File: config.mk
export PLATFORM = sky130hd
export DESIGN_NAME = arb_burst_top
export DESIGN_NICKNAME = d
export VERILOG_FILES = /design/src/logic/arb_pkg.sv /design/src/logic/arb_burst_top.sv /design/src/logic/arb_data_mux.sv /design/src/logic/beat_counter.sv /design/src/logic/burst_ctrl.sv /design/src/logic/flow_arb_fixed.sv
export VERILOG_INCLUDE_DIRS = /design/src /design/src/include
export SDC_FILE = /design/constraint.sdc
export NUM_CORES = 1
export LEC_CHECK = 0
export BUFFER_PORTS_ARGS = -buffer_cell sky130_fd_sc_hd__buf_2
export CORE_AREA = 2 2 55 57
export DETAILED_ROUTE_END_ITERATION = 10
export DIE_AREA = 0 0 57 59
export PLACE_DENSITY = 0.93
export SLEW_MARGIN = 20
export SYNTH_ARGS = -nofsm -noshare
export SYNTH_HDL_FRONTEND = slang
export SYNTH_SLANG_ARGS = --single-unit
File: constraint.sdc
create_clock -name clk -period 3.84 [get_ports clk]
set_input_delay 0 -clock clk [delete_from_list [all_inputs] [get_ports clk]]
set_output_delay 0 -clock clk [all_outputs]
set_load 0.03 [all_outputs]
File: src/include/arb_consts.svh
`ifndef ARB_CONSTS_SVH
`define ARB_CONSTS_SVH

// Number of requesters on the push side
`define ARB_NUM_REQ 4

// Width of one beat word
`define ARB_BEAT_W 16

// Header length field gives 0 to 15 payload beats
`define ARB_LEN_W 4
`define ARB_TAG_W 12

// Width of the encoded source index
`define ARB_IDX_W 2

`endif

File: src/logic/arb_pkg.sv
`default_nettype none

`include "arb_consts.svh"

package arb_pkg;

  // --------------------------------------------------
  // Beat word views
  // --------------------------------------------------

  // Header view of the first beat of a burst
  // Length sits in the upper bits and the tag fills the rest
  typedef struct packed {
    logic [`ARB_LEN_W-1:0] len;
    logic [`ARB_TAG_W-1:0] tag;
  } beat_hdr_s;

  // One beat on the bus
  // Read as hdr at the start of a burst and as raw for payload
  typedef union packed {
    beat_hdr_s             hdr;
    logic [`ARB_BEAT_W-1:0] raw;
  } beat_u;

endpackage : arb_pkg

`default_nettype wire

File: src/logic/arb_burst_top.sv
`timescale 1ns/10ps
`default_nettype none

`include "arb_consts.svh"

// Burst arbiter top
// Several ready/valid requesters share one pop port one burst at a time
module arb_burst_top import arb_pkg::*; (
  input  logic                     clk,
  input  logic                     rst_n,
  input  logic [`ARB_NUM_REQ-1:0]  push_valid,
  input  beat_u [`ARB_NUM_REQ-1:0] push_data,
  output logic [`ARB_NUM_REQ-1:0]  push_ready,
  output logic                     pop_valid,
  output beat_u                    pop_data,
  output logic [`ARB_IDX_W-1:0]    pop_src,
  output logic                     pop_last,
  input  logic                     pop_ready
);

  // --------------------------------------------------
  // Internal wires
  // --------------------------------------------------

  logic [`ARB_NUM_REQ-1:0] grant;
  logic [`ARB_NUM_REQ-1:0] lock_grant;
  logic                    fire;
  logic                    lock;
  logic                    load;
  logic                    step;
  logic                    remaining_one;

  // --------------------------------------------------
  // Control
  // --------------------------------------------------

  // Combinational grant and handshake
  flow_arb_fixed flow_arb_fixed_i (
    .push_valid (push_valid),
    .pop_ready  (pop_ready),
    .lock       (lock),
    .lock_grant (lock_grant),
    .push_ready (push_ready),
    .pop_valid  (pop_valid),
    .grant      (grant),
    .fire       (fire)
  );

  // Holds the grant for the length of a burst
  burst_ctrl burst_ctrl_i (
    .clk           (clk),
    .rst_n         (rst_n),
    .fire          (fire),
    .grant         (grant),
    .pop_beat      (pop_data),
    .remaining_one (remaining_one),
    .lock          (lock),
    .lock_grant    (lock_grant),
    .load          (load),
    .step          (step),
    .pop_last      (pop_last)
  );

  // Length comes straight from the header on the bus
  beat_counter beat_counter_i (
    .clk           (clk),
    .rst_n         (rst_n),
    .load          (load),
    .load_len      (pop_data.hdr.len),
    .step          (step),
    .remaining_one (remaining_one)
  );

  // --------------------------------------------------
  // Data
  // --------------------------------------------------

  arb_data_mux arb_data_mux_i (
    .grant     (grant),
    .push_data (push_data),
    .pop_data  (pop_data),
    .pop_src   (pop_src)
  );

endmodule : arb_burst_top

`default_nettype wire

File: src/logic/arb_data_mux.sv
`timescale 1ns/10ps
`default_nettype none

`include "arb_consts.svh"

// Data path of the arbiter
// AND-OR select of the granted beat plus a one-hot to index encoder
module arb_data_mux import arb_pkg::*; (
  input  logic [`ARB_NUM_REQ-1:0] grant,
  input  beat_u [`ARB_NUM_REQ-1:0] push_data,
  output beat_u                    pop_data,
  output logic [`ARB_IDX_W-1:0]    pop_src
);

  // --------------------------------------------------
  // Select and encode
  // --------------------------------------------------

  always_comb begin
    pop_data.raw = '0;
    pop_src      = '0;
    for (int i = 0; i < `ARB_NUM_REQ; i++) begin
      // Grant is one-hot so at most one term survives
      pop_data.raw = pop_data.raw | (push_data[i].raw & {`ARB_BEAT_W{grant[i]}});
      if (grant[i]) begin
        pop_src = pop_src | `ARB_IDX_W'(i);
      end
    end
  end

endmodule : arb_data_mux

`default_nettype wire

File: src/logic/beat_counter.sv
`timescale 1ns/10ps
`default_nettype none

`include "arb_consts.svh"

// Counts payload beats still owed by the open burst
module beat_counter (
  input  logic                  clk,
  input  logic                  rst_n,
  input  logic                  load,
  input  logic [`ARB_LEN_W-1:0] load_len,
  input  logic                  step,
  output logic                  remaining_one
);

  // --------------------------------------------------
  // Count register
  // --------------------------------------------------

  logic [`ARB_LEN_W-1:0] count_q;

  always_ff @(posedge clk) begin
    if (!rst_n) begin
      count_q <= '0;
    end else if (load) begin
      // Header accepted, so len payload beats follow
      count_q <= load_len;
    end else if (step && (count_q != '0)) begin
      // One payload beat gone
      count_q <= count_q - 1'b1;
    end
  end

  // --------------------------------------------------
  // Status
  // --------------------------------------------------

  // Beat now on the bus is the final payload beat
  assign remaining_one = (count_q == `ARB_LEN_W'(1));

endmodule : beat_counter

`default_nettype wire

File: src/logic/burst_ctrl.sv
`timescale 1ns/10ps
`default_nettype none

`include "arb_consts.svh"

// Burst lock FSM
// Opens on a header with payload and closes after the last payload beat
module burst_ctrl import arb_pkg::*; (
  input  logic                    clk,
  input  logic                    rst_n,
  input  logic                    fire,
  input  logic [`ARB_NUM_REQ-1:0] grant,
  input  beat_u                   pop_beat,
  input  logic                    remaining_one,
  output logic                    lock,
  output logic [`ARB_NUM_REQ-1:0] lock_grant,
  output logic                    load,
  output logic                    step,
  output logic                    pop_last
);

  // --------------------------------------------------
  // State
  // --------------------------------------------------

  typedef enum logic {
    st_idle,
    st_locked
  } arb_state_e;

  arb_state_e              state_q;
  arb_state_e              state_d;
  logic [`ARB_NUM_REQ-1:0] lock_grant_q;
  logic                    hdr_has_payload;

  // In idle the beat on the bus is always a header
  assign hdr_has_payload = (pop_beat.hdr.len != '0);

  // --------------------------------------------------
  // Next state and strobes
  // --------------------------------------------------

  always_comb begin
    state_d  = state_q;
    load     = 1'b0;
    step     = 1'b0;
    pop_last = 1'b0;
    case (state_q)
      st_idle: begin
        // Zero length header is a whole burst on its own
        pop_last = (|grant) && !hdr_has_payload;
        if (fire && hdr_has_payload) begin
          load    = 1'b1;
          state_d = st_locked;
        end
      end
      st_locked: begin
        pop_last = remaining_one;
        if (fire) begin
          step = 1'b1;
          // Last payload beat releases the bus
          if (remaining_one) begin
            state_d = st_idle;
          end
        end
      end
      default: begin
        state_d = st_idle;
      end
    endcase
  end

  // --------------------------------------------------
  // Registers
  // --------------------------------------------------

  always_ff @(posedge clk) begin
    if (!rst_n) begin
      state_q      <= st_idle;
      lock_grant_q <= '0;
    end else begin
      state_q <= state_d;
      // Remember who owns the burst
      if (load) begin
        lock_grant_q <= grant;
      end
    end
  end

  assign lock       = (state_q == st_locked);
  assign lock_grant = lock_grant_q;

endmodule : burst_ctrl

`default_nettype wire

File: src/logic/flow_arb_fixed.sv
`timescale 1ns/10ps
`default_nettype none

`include "arb_consts.svh"

// Fixed-priority arbiter with ready/valid on both sides
// Lowest index wins while no burst is open
// An open burst overrides the pick with the held grant
module flow_arb_fixed (
  input  logic [`ARB_NUM_REQ-1:0] push_valid,
  input  logic                    pop_ready,
  input  logic                    lock,
  input  logic [`ARB_NUM_REQ-1:0] lock_grant,
  output logic [`ARB_NUM_REQ-1:0] push_ready,
  output logic                    pop_valid,
  output logic [`ARB_NUM_REQ-1:0] grant,
  output logic                    fire
);

  // --------------------------------------------------
  // Priority pick
  // --------------------------------------------------

  logic [`ARB_NUM_REQ-1:0] prio_grant;

  // Scan from index 0 upward and keep the first valid
  always_comb begin : pick_lowest
    logic found;
    found      = 1'b0;
    prio_grant = '0;
    for (int i = 0; i < `ARB_NUM_REQ; i++) begin
      if (push_valid[i] && !found) begin
        prio_grant[i] = 1'b1;
        found         = 1'b1;
      end
    end
  end

  // --------------------------------------------------
  // Grant and handshake
  // --------------------------------------------------

  // Held requester only, and only while it presents a beat
  assign grant = lock ? (lock_grant & push_valid) : prio_grant;

  // Something is on the pop port whenever a grant is live
  assign pop_valid = |grant;

  // Ready goes back only to the granted requester
  // Low pop_ready stalls every push
  assign push_ready = grant & {`ARB_NUM_REQ{pop_ready}};

  // Single accept strobe shared with the control logic
  assign fire = pop_valid & pop_ready;

endmodule : flow_arb_fixed

`default_nettype wire
==> results of run 1 <==
## power breakdown
part	internal, W	switching, W	total (W)
registers	0.000103	0.0000112	0.000114
logic	0.0000973	0.000171	0.000268
clock network	0.0000399	0.0000313	0.0000712
## worst paths after layout
kind	end	slack, ns	cells after the start
max	pop_last	1.30	6
min	burst_ctrl_i.lock$_SDFF_PN0_	0.09	3
max reg2reg	beat_counter_i.count_q[0]$_SDFFE_PN0P_	1.42	6
min reg2reg	burst_ctrl_i.lock_grant[2]$_SDFFE_PN0P_	0.48	2
## cells by family after synthesis
family | synth area share
XOR/XNOR | 0.0159
AO/OA/AOI/OAI | 0.397
buffers and inverters | 0.0965
multiplexers | 0.00908
adder cells (fa/ha/maj) | 0.0227
flip-flops | 0.163
AND/OR/NAND/NOR | 0.295
## per-stage QoR
stage	setup slack, ns	utilization	instance area (sq um)
2_1_floorplan	1.43	-	1100
3_3_place_gp	1.55	0.568	1540
3_5_place_dp	1.47	0.568	1540
4_1_cts	1.30	0.578	1570
5_1_grt	1.17	0.578	1570
6_report	1.30	0.578	1570
## cell type report
type / count / area (sq um)
clock buffer: 4 / 26.3
sequential: 9 / 180
multi-input combinational: 113 / 816
fill: 249 / 1140
inverter: 9 / 33.8
timing repair buffer: 94 / 470
tap: 31 / 38.8
## cell usage in the layout, fill, tap and decap left out, types with 2 or more instances in the layout
cell type / n
and2_1: 2
nand3_1: 6
nand4_1: 5
dfxtp_1: 9
o211ai_2: 2
o211ai_1: 6
nand2_1: 29
o21ai_1: 5
a21oi_1: 3
nor2_1: 4
o21ai_0: 2
ha_1: 2
a222oi_1: 12
nand2b_1: 2
a31o_1: 2
inv_1: 8
buf_2: 94
clkbuf_4: 3
and3_1: 3
o21a_1: 2
and2_4: 2
o2111ai_2: 3
## metal layers
metal | wire, um | part of all wire | vias to the layer above
met5 | 0 | 0 | -
met3 | 256 | 0.073 | 6
met2 | 1830 | 0.52 | 66
met1 | 1390 | 0.39 | 661
met4 | 52 | 0.015 | 0
li1 | - | - | 729
## synth_stat cells (all sizes together), types with 3 or more instances
master,n
o211ai,8
and3,3
o21ai,8
o21a,3
and2,4
clkbuf,5
nand2,29
o2111ai,4
buf,7
a21oi,3
nand4,6
nor2,4
inv,9
a222oi,12
dfxtp,9
nand3,7
## registers in the layout, indices dropped and copies added, names as in the netlist
| name | flops |
|---|---|
| burst_ctrl_i.lock | 1 |
| beat_counter_i.count_q | 4 |
| burst_ctrl_i.lock_grant | 4 |
## critical path, cell delays in order (launching register included)
cell	delay, ns
dfxtp_1	0.55
inv_1	0.22
o211ai_1	0.23
o2111ai_2	0.24
or4_1	0.62
o31ai_2	0.19
buf_2	0.23
==> load_flow_metrics.sql, run 1 <==
INSERT INTO impl_metrics (metric_group, metric, value, unit) VALUES
('sta', 'rsz_0062_raised_after_global_routing', 'no', ''),
('yosys', 'synth_cells', '143', ''),
('yosys', 'netlist_top_cells_area', 'dfxtp_1, a222oi_1, nand2_1', ''),
('sta', 'fmax', '0.393', 'GHz'),
('floorplan', 'coreArea', '2710', 'sq um'),
('yosys', 'synth.top_cell.area_share', '0.163', ''),
('sta', 'tcrit_tclk_final', '0.662', ''),
('worst_setup_path', 'reg2reg_from', 'burst_ctrl_i.lock$_SDFF_PN0_', ''),
('floorplan', 'io_pins', '95', ''),
('global_route', 'grt_start_max_net_pins', '17', ''),
('routing', 'routed_wire_length', '3.53', 'mm'),
('cts', 'cts_tree', 'built', ''),
('global_route', 'grt_busiest_layer', 'met2', ''),
('yosys', 'postSynth.topFlopCell', 'dfxtp_1', ''),
('sta', 'tns', '0', 'ns'),
('routing', 'tritonroute_pass_1_iters', '4', ''),
('floorplan', 'rows', '19', ''),
('global_route', 'globalRouteMet1Util', '0.235', ''),
('final_layout', 'fraction_of_layout_cells_with_a_size_suffix_above_1', '0.498', ''),
('outcome', 'outcome', 'finished clean', ''),
('yosys', 'proportion_of_synthesized_flip_flops_having_asynchronous_set_or_reset', '0', ''),
('placed_design', 'numPlacedInstances', '256', ''),
('worst_setup_path', 'setup.worst_path.start_class', 'flop', ''),
('yosys', 'synth_sequential_area_ratio', '0.163', ''),
('sta', 'final_hold_viol_count', '0', ''),
('placed_design', 'place_congestion', '0.813', ''),
('global_route', 'global_route.usage.met2', '0.415', ''),
('floorplan', 'initial_utilization', '0.407', ''),
('placed_design', 'placement.io_buffers', '94', ''),
('placed_design', 'detailedPlacementHpwl', '2.79', 'mm'),
('yosys', 'synth_top_cell_by_area', 'dfxtp_1', ''),
('global_route', 'grt_usage', '0.216', ''),
('worst_setup_path', 'worstPathMaxFanout', '10', ''),
('routing', 'detail_route.wl_per_cell', '13.6', 'um'),
('sta', 'final.hold.worst_slack', '0.0861', 'ns'),
('pwr', 'fin_total_pwr', '0.000454', 'W'),
('worst_hold_path', 'worst_hold_check_path_type', 'input pin to flop', ''),
('worst_setup_path', 'required_time_reported_for_the_critical_path_endpoint', '3.84', 'ns'),
('final_layout', 'nNetsFinal', '303', ''),
('worst_setup_path', 'cp_data_arrival_time', '2.54', 'ns'),
('routing', 'drt_first_iter_violations', '98', ''),
('pwr', 'peakVddDrop', '173', 'uV'),
('worst_setup_path', 'timing.critical_path.from', 'burst_ctrl_i.lock$_SDFF_PN0_', ''),
('yosys', 'netlist-cell-type-count', '45', ''),
('cts', 'ctsHtreeMaxLevel', '1', ''),
('cts', 'number_of_cts_inserted_buffers', '3', ''),
('floorplan', 'die_area', '3360', 'sq um'),
('cts', 'clock_tree.root_cell', 'clkbuf_4', ''),
('floorplan', 'die_w', '57', 'um'),
('pwr', 'leakage', '0.806', 'nW'),
('sta', 'worst-slew-pin-transition', '0.713', 'ns'),
('yosys', 'yosys_warnings', '0', ''),
('global_route', 'met3_capacity_usage_during_global_routing', '0.0328', ''),
('global_route', 'global_route_wire_length_before_repair', '5.82', 'mm'),
('cts', 'cts_setup_buffers', '0', ''),
('global_route', 'grt_remaining_overflow', '0', ''),
('cts', 'cts_hold_buffers', '0', ''),
('routing', 'vias_per_cell', '5.62', ''),
('sta', 'clock-skew-final', '0.00219', 'ns'),
('floorplan', 'die_h', '59', 'um'),
('final_layout', 'area_growth_from_synthesis_to_layout', '42.0', '%'),
('routing', 'ant_nets', '0', ''),
('worst_hold_path', 'holdCritStartpoint', 'pop_ready', ''),
('yosys', 'synth-edff-count', '0', ''),
('final_layout', 'final-instance-count-excl-fill', '260', ''),
('global_route', 'grt_pass1_vias', '1423', ''),
('yosys', 'syn_nets', '216', ''),
('sta', 'timing.slew.headroom', '0.523', ''),
('yosys', 'mean_area_per_synthesized_cell', '7.71', 'sq um'),
('flow_run', 'drv.max_cap_violation_count', '0', ''),
('worst_setup_path', 'worst-setup-path-type', 'flop to primary output', '');
No activity file was read; power rests on OpenSTA's default activity.
==> run 2, diff against run 1 <==
- CORE_AREA: 2 2 55 57 -> 2 2 57 59
- DIE_AREA: 0 0 57 59 -> 0 0 59 61
- PLACE_DENSITY: 0.93 -> 0.88
- clock period: 3.84 -> 2.6 ns (I/O delays scaled with it)
==> load_flow_metrics.sql, run 2 (synthesis results as in run 1) <==
INSERT INTO impl_metrics (metric_group, metric, value, unit) VALUES
('floorplan', 'io_pins', '95', ''),
('sta', 'period_minus_slack', '2.32', 'ns'),
('worst_setup_path', 'critical_path.endpoint', 'pop_last', ''),
('pwr', 'power_per_cell_area', '424', 'nW/um^2'),
('global_route', 'grt_usage', '0.196', ''),
('sta', 'worst-slew-pin-transition', '0.532', 'ns'),
('sta', 'tcrit_tclk_final', '0.893', ''),
('final_layout', 'antenna_cells_inserted', '0', ''),
('routing', 'routed_wire_length', '3.45', 'mm'),
('global_route', 'global_route_wire_length_before_repair', '5.50', 'mm'),
('cts', 'clockBufferDepth', '2', ''),
('cts', 'cts_sinks', '9', ''),
('final_layout', 'leading_cell_type_in_the_layout_fill_and_taps_excluded', 'buf_2', ''),
('floorplan', 'die_w', '59', 'um'),
('sta', 'fmax', '0.431', 'GHz'),
('final_layout', 'finalInstanceArea', '1580', 'sq um'),
('worst_setup_path', 'required_time_reported_for_the_critical_path_endpoint', '2.60', 'ns'),
('placed_design', 'detailedPlacementHpwl', '2.76', 'mm'),
('sta', 'tns', '0', 'ns'),
('flow_run', 'drv.max_cap_violation_count', '0', ''),
('sta', 'final_slew_viol_count', '0', ''),
('global_route', 'grt_start_max_net_pins', '17', ''),
('floorplan', 'die_h', '61', 'um'),
('sta', 'timing.slew.headroom', '0.645', ''),
('global_route', 'grt_remaining_overflow', '0', ''),
('global_route', 'grt_pass1_vias', '1410', ''),
('placed_design', 'place_congestion', '0.860', ''),
('worst_setup_path', 'timing.critical_path.from', 'burst_ctrl_i.lock$_SDFF_PN0_', ''),
('worst_setup_path', 'reg2reg_from', 'burst_ctrl_i.lock$_SDFF_PN0_', ''),
('worst_setup_path', 'worstPathMaxFanout', '10', ''),
('routing', 'drt_first_iter_violations', '99', ''),
('floorplan', 'initial_utilization', '0.373', ''),
('floorplan', 'rows', '20', ''),
('routing', 'vias', '1458', ''),
('cts', 'number_of_cts_inserted_buffers', '3', ''),
('cts', 'clk_latency', '0.25', 'ns'),
('worst_setup_path', 'crit_path_max_incr_delay', '0.60', 'ns'),
('placed_design', 'dpl_cell_area', '1560', 'sq um'),
('worst_setup_path', 'timing.critical_path.to_type', 'primary output', ''),
('floorplan', 'coreArea', '2950', 'sq um'),
('pwr', 'leakage', '0.816', 'nW'),
('cts', 'cts_tree', 'built', ''),
('routing', 'vias_per_cell', '5.52', ''),
('worst_setup_path', 'ff2ff_path_depth', '6', ''),
('final_layout', 'area_growth_from_synthesis_to_layout', '43.7', '%'),
('cts', 'cts_setup_buffers', '0', ''),
('pwr', 'peakVddDrop', '154', 'uV'),
('worst_setup_path', 'cell_family_contributing_the_most_delay_on_the_critical_path', 'compound AO/OA/AOI/OAI gates', ''),
('final_layout', 'nNetsFinal', '305', ''),
('cts', 'cts.clk_slew.worst_paths', '0.06', 'ns'),
('cts', 'cts_hold_buffers', '0', ''),
('routing', 'ant_nets', '0', ''),
('outcome', 'outcome', 'finished clean', ''),
('worst_setup_path', 'worst-setup-path-type', 'flop to primary output', ''),
('worst_setup_path', 'setup.worst_path.start_class', 'flop', ''),
('final_layout', 'fraction_of_layout_cells_with_a_size_suffix_above_1', '0.506', ''),
('worst_setup_path', 'regToRegEndpoint', 'beat_counter_i.count_q[3]$_SDFFE_PN0P_', ''),
('worst_setup_path', 'cp_data_arrival_time', '2.32', 'ns'),
('cts', 'clock_tree.root_cell', 'clkbuf_4', ''),
('routing', 'drc', '0', ''),
('floorplan', 'die_area', '3600', 'sq um'),
('worst_setup_path', 'critPathSlowestCell', 'or4_1', ''),
('sta', 'rsz_0062_raised_after_global_routing', 'no', ''),
('sta', 'setup_viol', '0', ''),
('worst_setup_path', 'critical_path.n_buffers_inverters', '2', ''),
('routing', 'detail_route.wl_per_cell', '13.1', 'um'),
('final_layout', 'most_frequent_cells_in_the_layout', 'buf_2, nand2_1, a222oi_1', ''),
('sta', 'final_hold_viol_count', '0', ''),
('worst_setup_path', 'rrSetupSlack', '0.53', 'ns'),
('cts', 'ctsHtreeMaxLevel', '1', ''),
('worst_setup_path', 'path_cells', 'inv_1 -> o211ai_1 -> o2111ai_2 -> or4_1 -> o31ai_2 -> buf_2', ''),
('worst_hold_path', 'worst_hold_check_path_type', 'input pin to flop', ''),
('routing', 'tritonroute_pass_1_iters', '4', ''),
('sta', 'clock-skew-final', '0.00130', 'ns'),
('worst_setup_path', 'critical_path_depth', '6', ''),
('global_route', 'grt_antenna_before_repair', '0', ''),
('placed_design', 'placement.io_buffers', '94', '');
==> run 2: cell count changes in the layout (fill, tap and decap cells not counted) <==
cell,delta
buf_4,+2
dfxtp_1,-1
dfxtp_2,+1
==> run 2: power breakdown <==
group	leakage [nW]	switching (W)	internal (W)
sequential	0.0738	0.0000172	0.000153
combinational	0.727	0.000252	0.000148
clock	0.0150	0.0000433	0.0000588
==> run 2: worst min path at each step <==
stage / start / end / slack, ns / cells after the start
after global routing: rst_n / burst_ctrl_i.lock_grant[2]$_SDFFE_PN0P_ / 0.10 / 3
after CTS: rst_n / burst_ctrl_i.lock_grant[3]$_SDFFE_PN0P_ / 0.1 / 3
after global placement: push_data[56] / pop_data[8] / 0.34 / 4
after detailed placement: push_data[58] / pop_data[10] / 0.34 / 4
final: rst_n / burst_ctrl_i.lock_grant[3]$_SDFFE_PN0P_ / 0.11 / 3
after floorplan: rst_n / burst_ctrl_i.lock_grant[2]$_SDFFE_PN0P_ / 0.13 / 2
==> run 2: worst min-delay path, stage by stage <==
cell,delay (ns)
buf_2,0.18
nand2_1,0.08
o21ai_1,0.05
==> run 2: area by class of cell <==
cell class,count,area [sq um]
multi-input combinational,113,816
inverter,9,33.8
tap,33,41.3
sequential,9,181
clock buffer,4,26.3
timing repair buffer,96,485
fill,292,1370
==> run 2: per-layer routing <==
layer	wire length (um)	part of all wire	GRT usage	up-vias
li1	-	-	-	736
met1	1390	0.40	0.207	640
met2	1750	0.51	0.379	74
met3	247	0.072	0.0405	8
met4	59	0.017	0.0779	0
met5	0	0	0	-
==> run 2: stage by stage <==
stage / util / setup WS [ns] / cells / hold WS, ns / total power [W]
6_report: 0.536 / 0.279 / 264 / 0.106 / 0.000671
5_1_grt: 0.536 / 0.151 / 264 / 0.105 / 0.000728
3_3_place_gp: 0.527 / 0.411 / 260 / 0.343 / 0.000565
2_1_floorplan: - / 0.194 / 143 / 0.133 / 0.000448
4_1_cts: 0.536 / 0.0729 / 264 / 0.0952 / 0.000677
3_5_place_dp: 0.527 / 0.360 / 260 / 0.344 / 0.000571
==> run 2: what timing repair did <==
item / 4_1_cts / 5_1_grt
resized for setup: 0 / 1
setup endpoints to repair: 0 / 1
hold endpoints to repair: 0 / 0
==> run 3, diff against run 2 <==
- ABC_CLOCK_PERIOD_IN_PS: unset -> 2600
- PLACE_DENSITY: 0.88 -> 0.87
- SLEW_MARGIN: 20 -> 25
- SYNTH_HIERARCHICAL: unset -> 1
==> load_flow_metrics.sql, run 3 <==
INSERT INTO impl_metrics (metric_group, metric, value, unit) VALUES
('final_layout', 'multi_input_area', '807', 'sq um'),
('yosys', 'synth_seq_cells', '9', ''),
('routing', 'routed_wire_length', '3.95', 'mm'),
('yosys', 'yosysMostFrequentCell', 'nand2_1', ''),
('final_layout', 'nNetsFinal', '312', ''),
('routing', 'vias_per_cell', '5.40', ''),
('yosys', 'syn_nets', '212', ''),
('routing', 'tritonroute_pass_1_iters', '4', ''),
('yosys', 'yosys_warnings', '6', ''),
('routing', 'drt_first_iter_violations', '94', ''),
('final_layout', 'most_frequent_cells_in_the_layout', 'buf_2, nand2_1, a22oi_1', ''),
('worst_setup_path', 'worst-setup-path-type', 'flop to primary output', ''),
('final_layout', 'area_growth_from_synthesis_to_layout', '50.6', '%'),
('cts', 'cts.clk_slew.worst_paths', '0.06', 'ns'),
('final_layout', 'fillCellCount', '282', ''),
('placed_design', 'pre_cts_ws', '0.119', 'ns'),
('placed_design', 'place_congestion', '0.836', ''),
('final_layout', 'utilization', '0.558', ''),
('cts', 'clockBufferDepth', '2', ''),
('cts', 'number_of_cts_inserted_buffers', '3', ''),
('global_route', 'grt_usage', '0.202', ''),
('worst_hold_path', 'worst_hold_check_path_type', 'input pin to flop', ''),
('worst_setup_path', 'cell_family_contributing_the_most_delay_on_the_critical_path', 'compound AO/OA/AOI/OAI gates', ''),
('global_route', 'grt_remaining_overflow', '0', ''),
('yosys', 'synth_top_cell_by_area', 'dfxtp_1', ''),
('cts', 'clock_tree.root_cell', 'clkbuf_4', ''),
('yosys', 'synthesis.area', '1090', 'sq um'),
('sta', 'worst-slew-pin-transition', '0.376', 'ns'),
('placed_design', 'placement.io_buffers', '94', ''),
('sta', 'rsz_0062_raised_after_global_routing', 'no', ''),
('cts', 'cts_sinks', '9', ''),
('floorplan', 'coreArea', '2950', 'sq um'),
('placed_design', 'detailedPlacementHpwl', '3.09', 'mm'),
('yosys', 'synth_cells', '139', ''),
('sta', 'setup_viol', '0', ''),
('cts', 'cts_hold_buffers', '0', ''),
('yosys', 'synth_top_family_by_area', 'compound AO/OA/AOI/OAI gates', ''),
('worst_hold_path', 'holdCritStartpoint', 'rst_n', ''),
('yosys', 'synthXorXnorAreaFrac', '0', ''),
('yosys', 'netlist-cell-type-count', '34', ''),
('flow_run', 'drv.max_cap_violation_count', '0', ''),
('yosys', 'synth_sequential_area_ratio', '0.165', ''),
('floorplan', 'rows', '20', ''),
('worst_setup_path', 'critPathSlowestCell', 'nor4_4', ''),
('pwr', 'power_per_cell_area', '440', 'nW/um^2'),
('floorplan', 'die_w', '59', 'um'),
('yosys', 'proportion_of_synthesized_flip_flops_having_asynchronous_set_or_reset', '0', ''),
('sta', 'tcrit_tclk_final', '0.938', ''),
('yosys', 'mean_area_per_synthesized_cell', '7.87', 'sq um'),
('worst_setup_path', 'setup.worst_path.start_class', 'flop', ''),
('yosys', 'netlist_top_cells_area', 'dfxtp_1, a22oi_1, a22oi_2', ''),
('worst_setup_path', 'worstPathMaxFanout', '7', ''),
('cts', 'ctsHtreeMaxLevel', '1', ''),
('final_layout', 'fraction_of_layout_cells_with_a_size_suffix_above_1', '0.555', ''),
('pwr', 'leakage', '0.843', 'nW'),
('yosys', 'synth.top_cell.area_share', '0.165', ''),
('sta', 'fmax', '0.410', 'GHz'),
('floorplan', 'die_area', '3600', 'sq um'),
('worst_setup_path', 'crit_path_max_incr_delay', '0.37', 'ns'),
('routing', 'detail_route.wl_per_cell', '14.6', 'um'),
('routing', 'vias', '1463', ''),
('sta', 'period_minus_slack', '2.44', 'ns'),
('worst_setup_path', 'timing.critical_path.from', 'burst_ctrl_i/lock$_SDFF_PN0_', ''),
('cts', 'clk_latency', '0.27', 'ns'),
('sta', 'final_slew_viol_count', '0', ''),
('global_route', 'global_route_wire_length_before_repair', '5.53', 'mm'),
('worst_setup_path', 'path_cells', 'buf_4 -> a31oi_2 -> inv_2 -> a22oi_2 -> nand2_2 -> nor4_4 -> o41ai_1 -> o21ai_1 -> buf_2', ''),
('yosys', 'post_synth_most_frequent_cells', 'nand2_1, a22oi_1, a22oi_2', ''),
('final_layout', 'area.sequential', '181', 'sq um'),
('floorplan', 'io_pins', '95', ''),
('sta', 'final_hold_viol_count', '0', ''),
('worst_setup_path', 'critical_path.n_buffers_inverters', '3', ''),
('sta', 'clock-skew-final', '0.00710', 'ns'),
('outcome', 'outcome', 'finished clean', ''),
('yosys', 'post_synthesis_mux_area_share', '0.0366', ''),
('final_layout', 'leading_cell_type_in_the_layout_fill_and_taps_excluded', 'buf_2', ''),
('floorplan', 'initial_utilization', '0.370', ''),
('worst_setup_path', 'reg2reg_from', 'burst_ctrl_i/lock$_SDFF_PN0_', ''),
('sta', 'tns', '0', 'ns'),
('pwr', 'peakVddDrop', '206', 'uV'),
('yosys', 'synth-simple-area-share', '0.288', ''),
('routing', 'drc', '0', ''),
('final_layout', 'antenna_cells_inserted', '0', ''),
('sta', 'timing.slew.headroom', '0.746', ''),
('routing', 'ant_nets', '0', ''),
('worst_setup_path', 'cp_data_arrival_time', '2.44', 'ns'),
('global_route', 'grt_pass1_vias', '1268', ''),
('worst_setup_path', 'required_time_reported_for_the_critical_path_endpoint', '2.60', 'ns'),
('yosys', 'adder_and_majority_gate_portion_of_the_synthesized_area', '0.0229', ''),
('yosys', 'synth-edff-count', '0', ''),
('global_route', 'grt_start_max_net_pins', '16', ''),
('sta', 'fin_ws', '0.161', 'ns'),
('cts', 'cts_tree', 'built', ''),
('yosys', 'postSynth.topFlopCell', 'dfxtp_1', ''),
('yosys', 'synth-compound-area-share', '0.366', ''),
('worst_setup_path', 'timing.critical_path.to_type', 'primary output', ''),
('floorplan', 'die_h', '61', 'um'),
('global_route', 'grt_antenna_before_repair', '0', '');
-- run 3: path summary, 6_finish.rpt --
path	slack, ns	cells after the start	endpoint
max	0.16	9	pop_last
min	0.12	2	burst_ctrl_i/lock$_SDFF_PN0_
max reg2reg	0.28	10	beat_counter_i/count_q[0]$_SDFFE_PN0P_
min reg2reg	0.46	2	burst_ctrl_i/lock_grant[3]$_SDFFE_PN0P_
-- run 3: cell families after synthesis --
| group | after synthesis |
|---|---|
| simple gates | 59 |
| compound gates | 46 |
| buf+inv | 19 |
| flops | 9 |
| mux | 4 |
| fa+ha+maj | 2 |
-- run 3: layout make-up --
class	instances	share of cell area
Inverter	8	0.0182
Sequential cell	9	0.110
Timing Repair Buffer	106	0.340
Tap cell	33	0.0251
Multi-Input combinational cell	111	0.490
Clock buffer	4	0.0160
-- run 3: power by group --
part | switching (W) | total [W] | internal, W | leakage [nW]
Sequential | 0.0000149 | 0.000167 | 0.000153 | 0.0738
Combinational | 0.000271 | 0.000444 | 0.000173 | 0.754
Clock | 0.0000545 | 0.000114 | 0.0000594 | 0.0150
-- run 3: repair_timing --
action,4_1_cts,5_1_grt
setup endpoints to repair,0,3
setup buffers,0,3
resized for setup,0,6
-- run 3: metrics by stage --
stage,instances,instance area (sq um),hold slack [ns],power [W]
2_1_floorplan,139,1110,0.138,0.000462
6_report,271,1650,0.117,0.000725
3_3_place_gp,264,1580,0.354,0.000586
4_1_cts,268,1610,0.0980,0.000709
3_5_place_dp,264,1580,0.357,0.000595
5_1_grt,271,1650,0.119,0.000772
-- run 3: metal layers --
metal	part of all wire	track usage
met1	0.40	0.244
met2	0.50	0.360
met3	0.085	0.0490
met4	0.010	0.0552
met5	0	0
-- run 3: worst register-to-register path: stages, from the launching register on --
cell and delay, ns:
dfxtp_2 0.36, buf_4 0.17, a31oi_2 0.28, inv_2 0.14, a22oi_2 0.19, nand2_2 0.12
nor4_4 0.37, nor3b_4 0.12, buf_4 0.16, a2111o_1 0.29, nand3_1 0.08
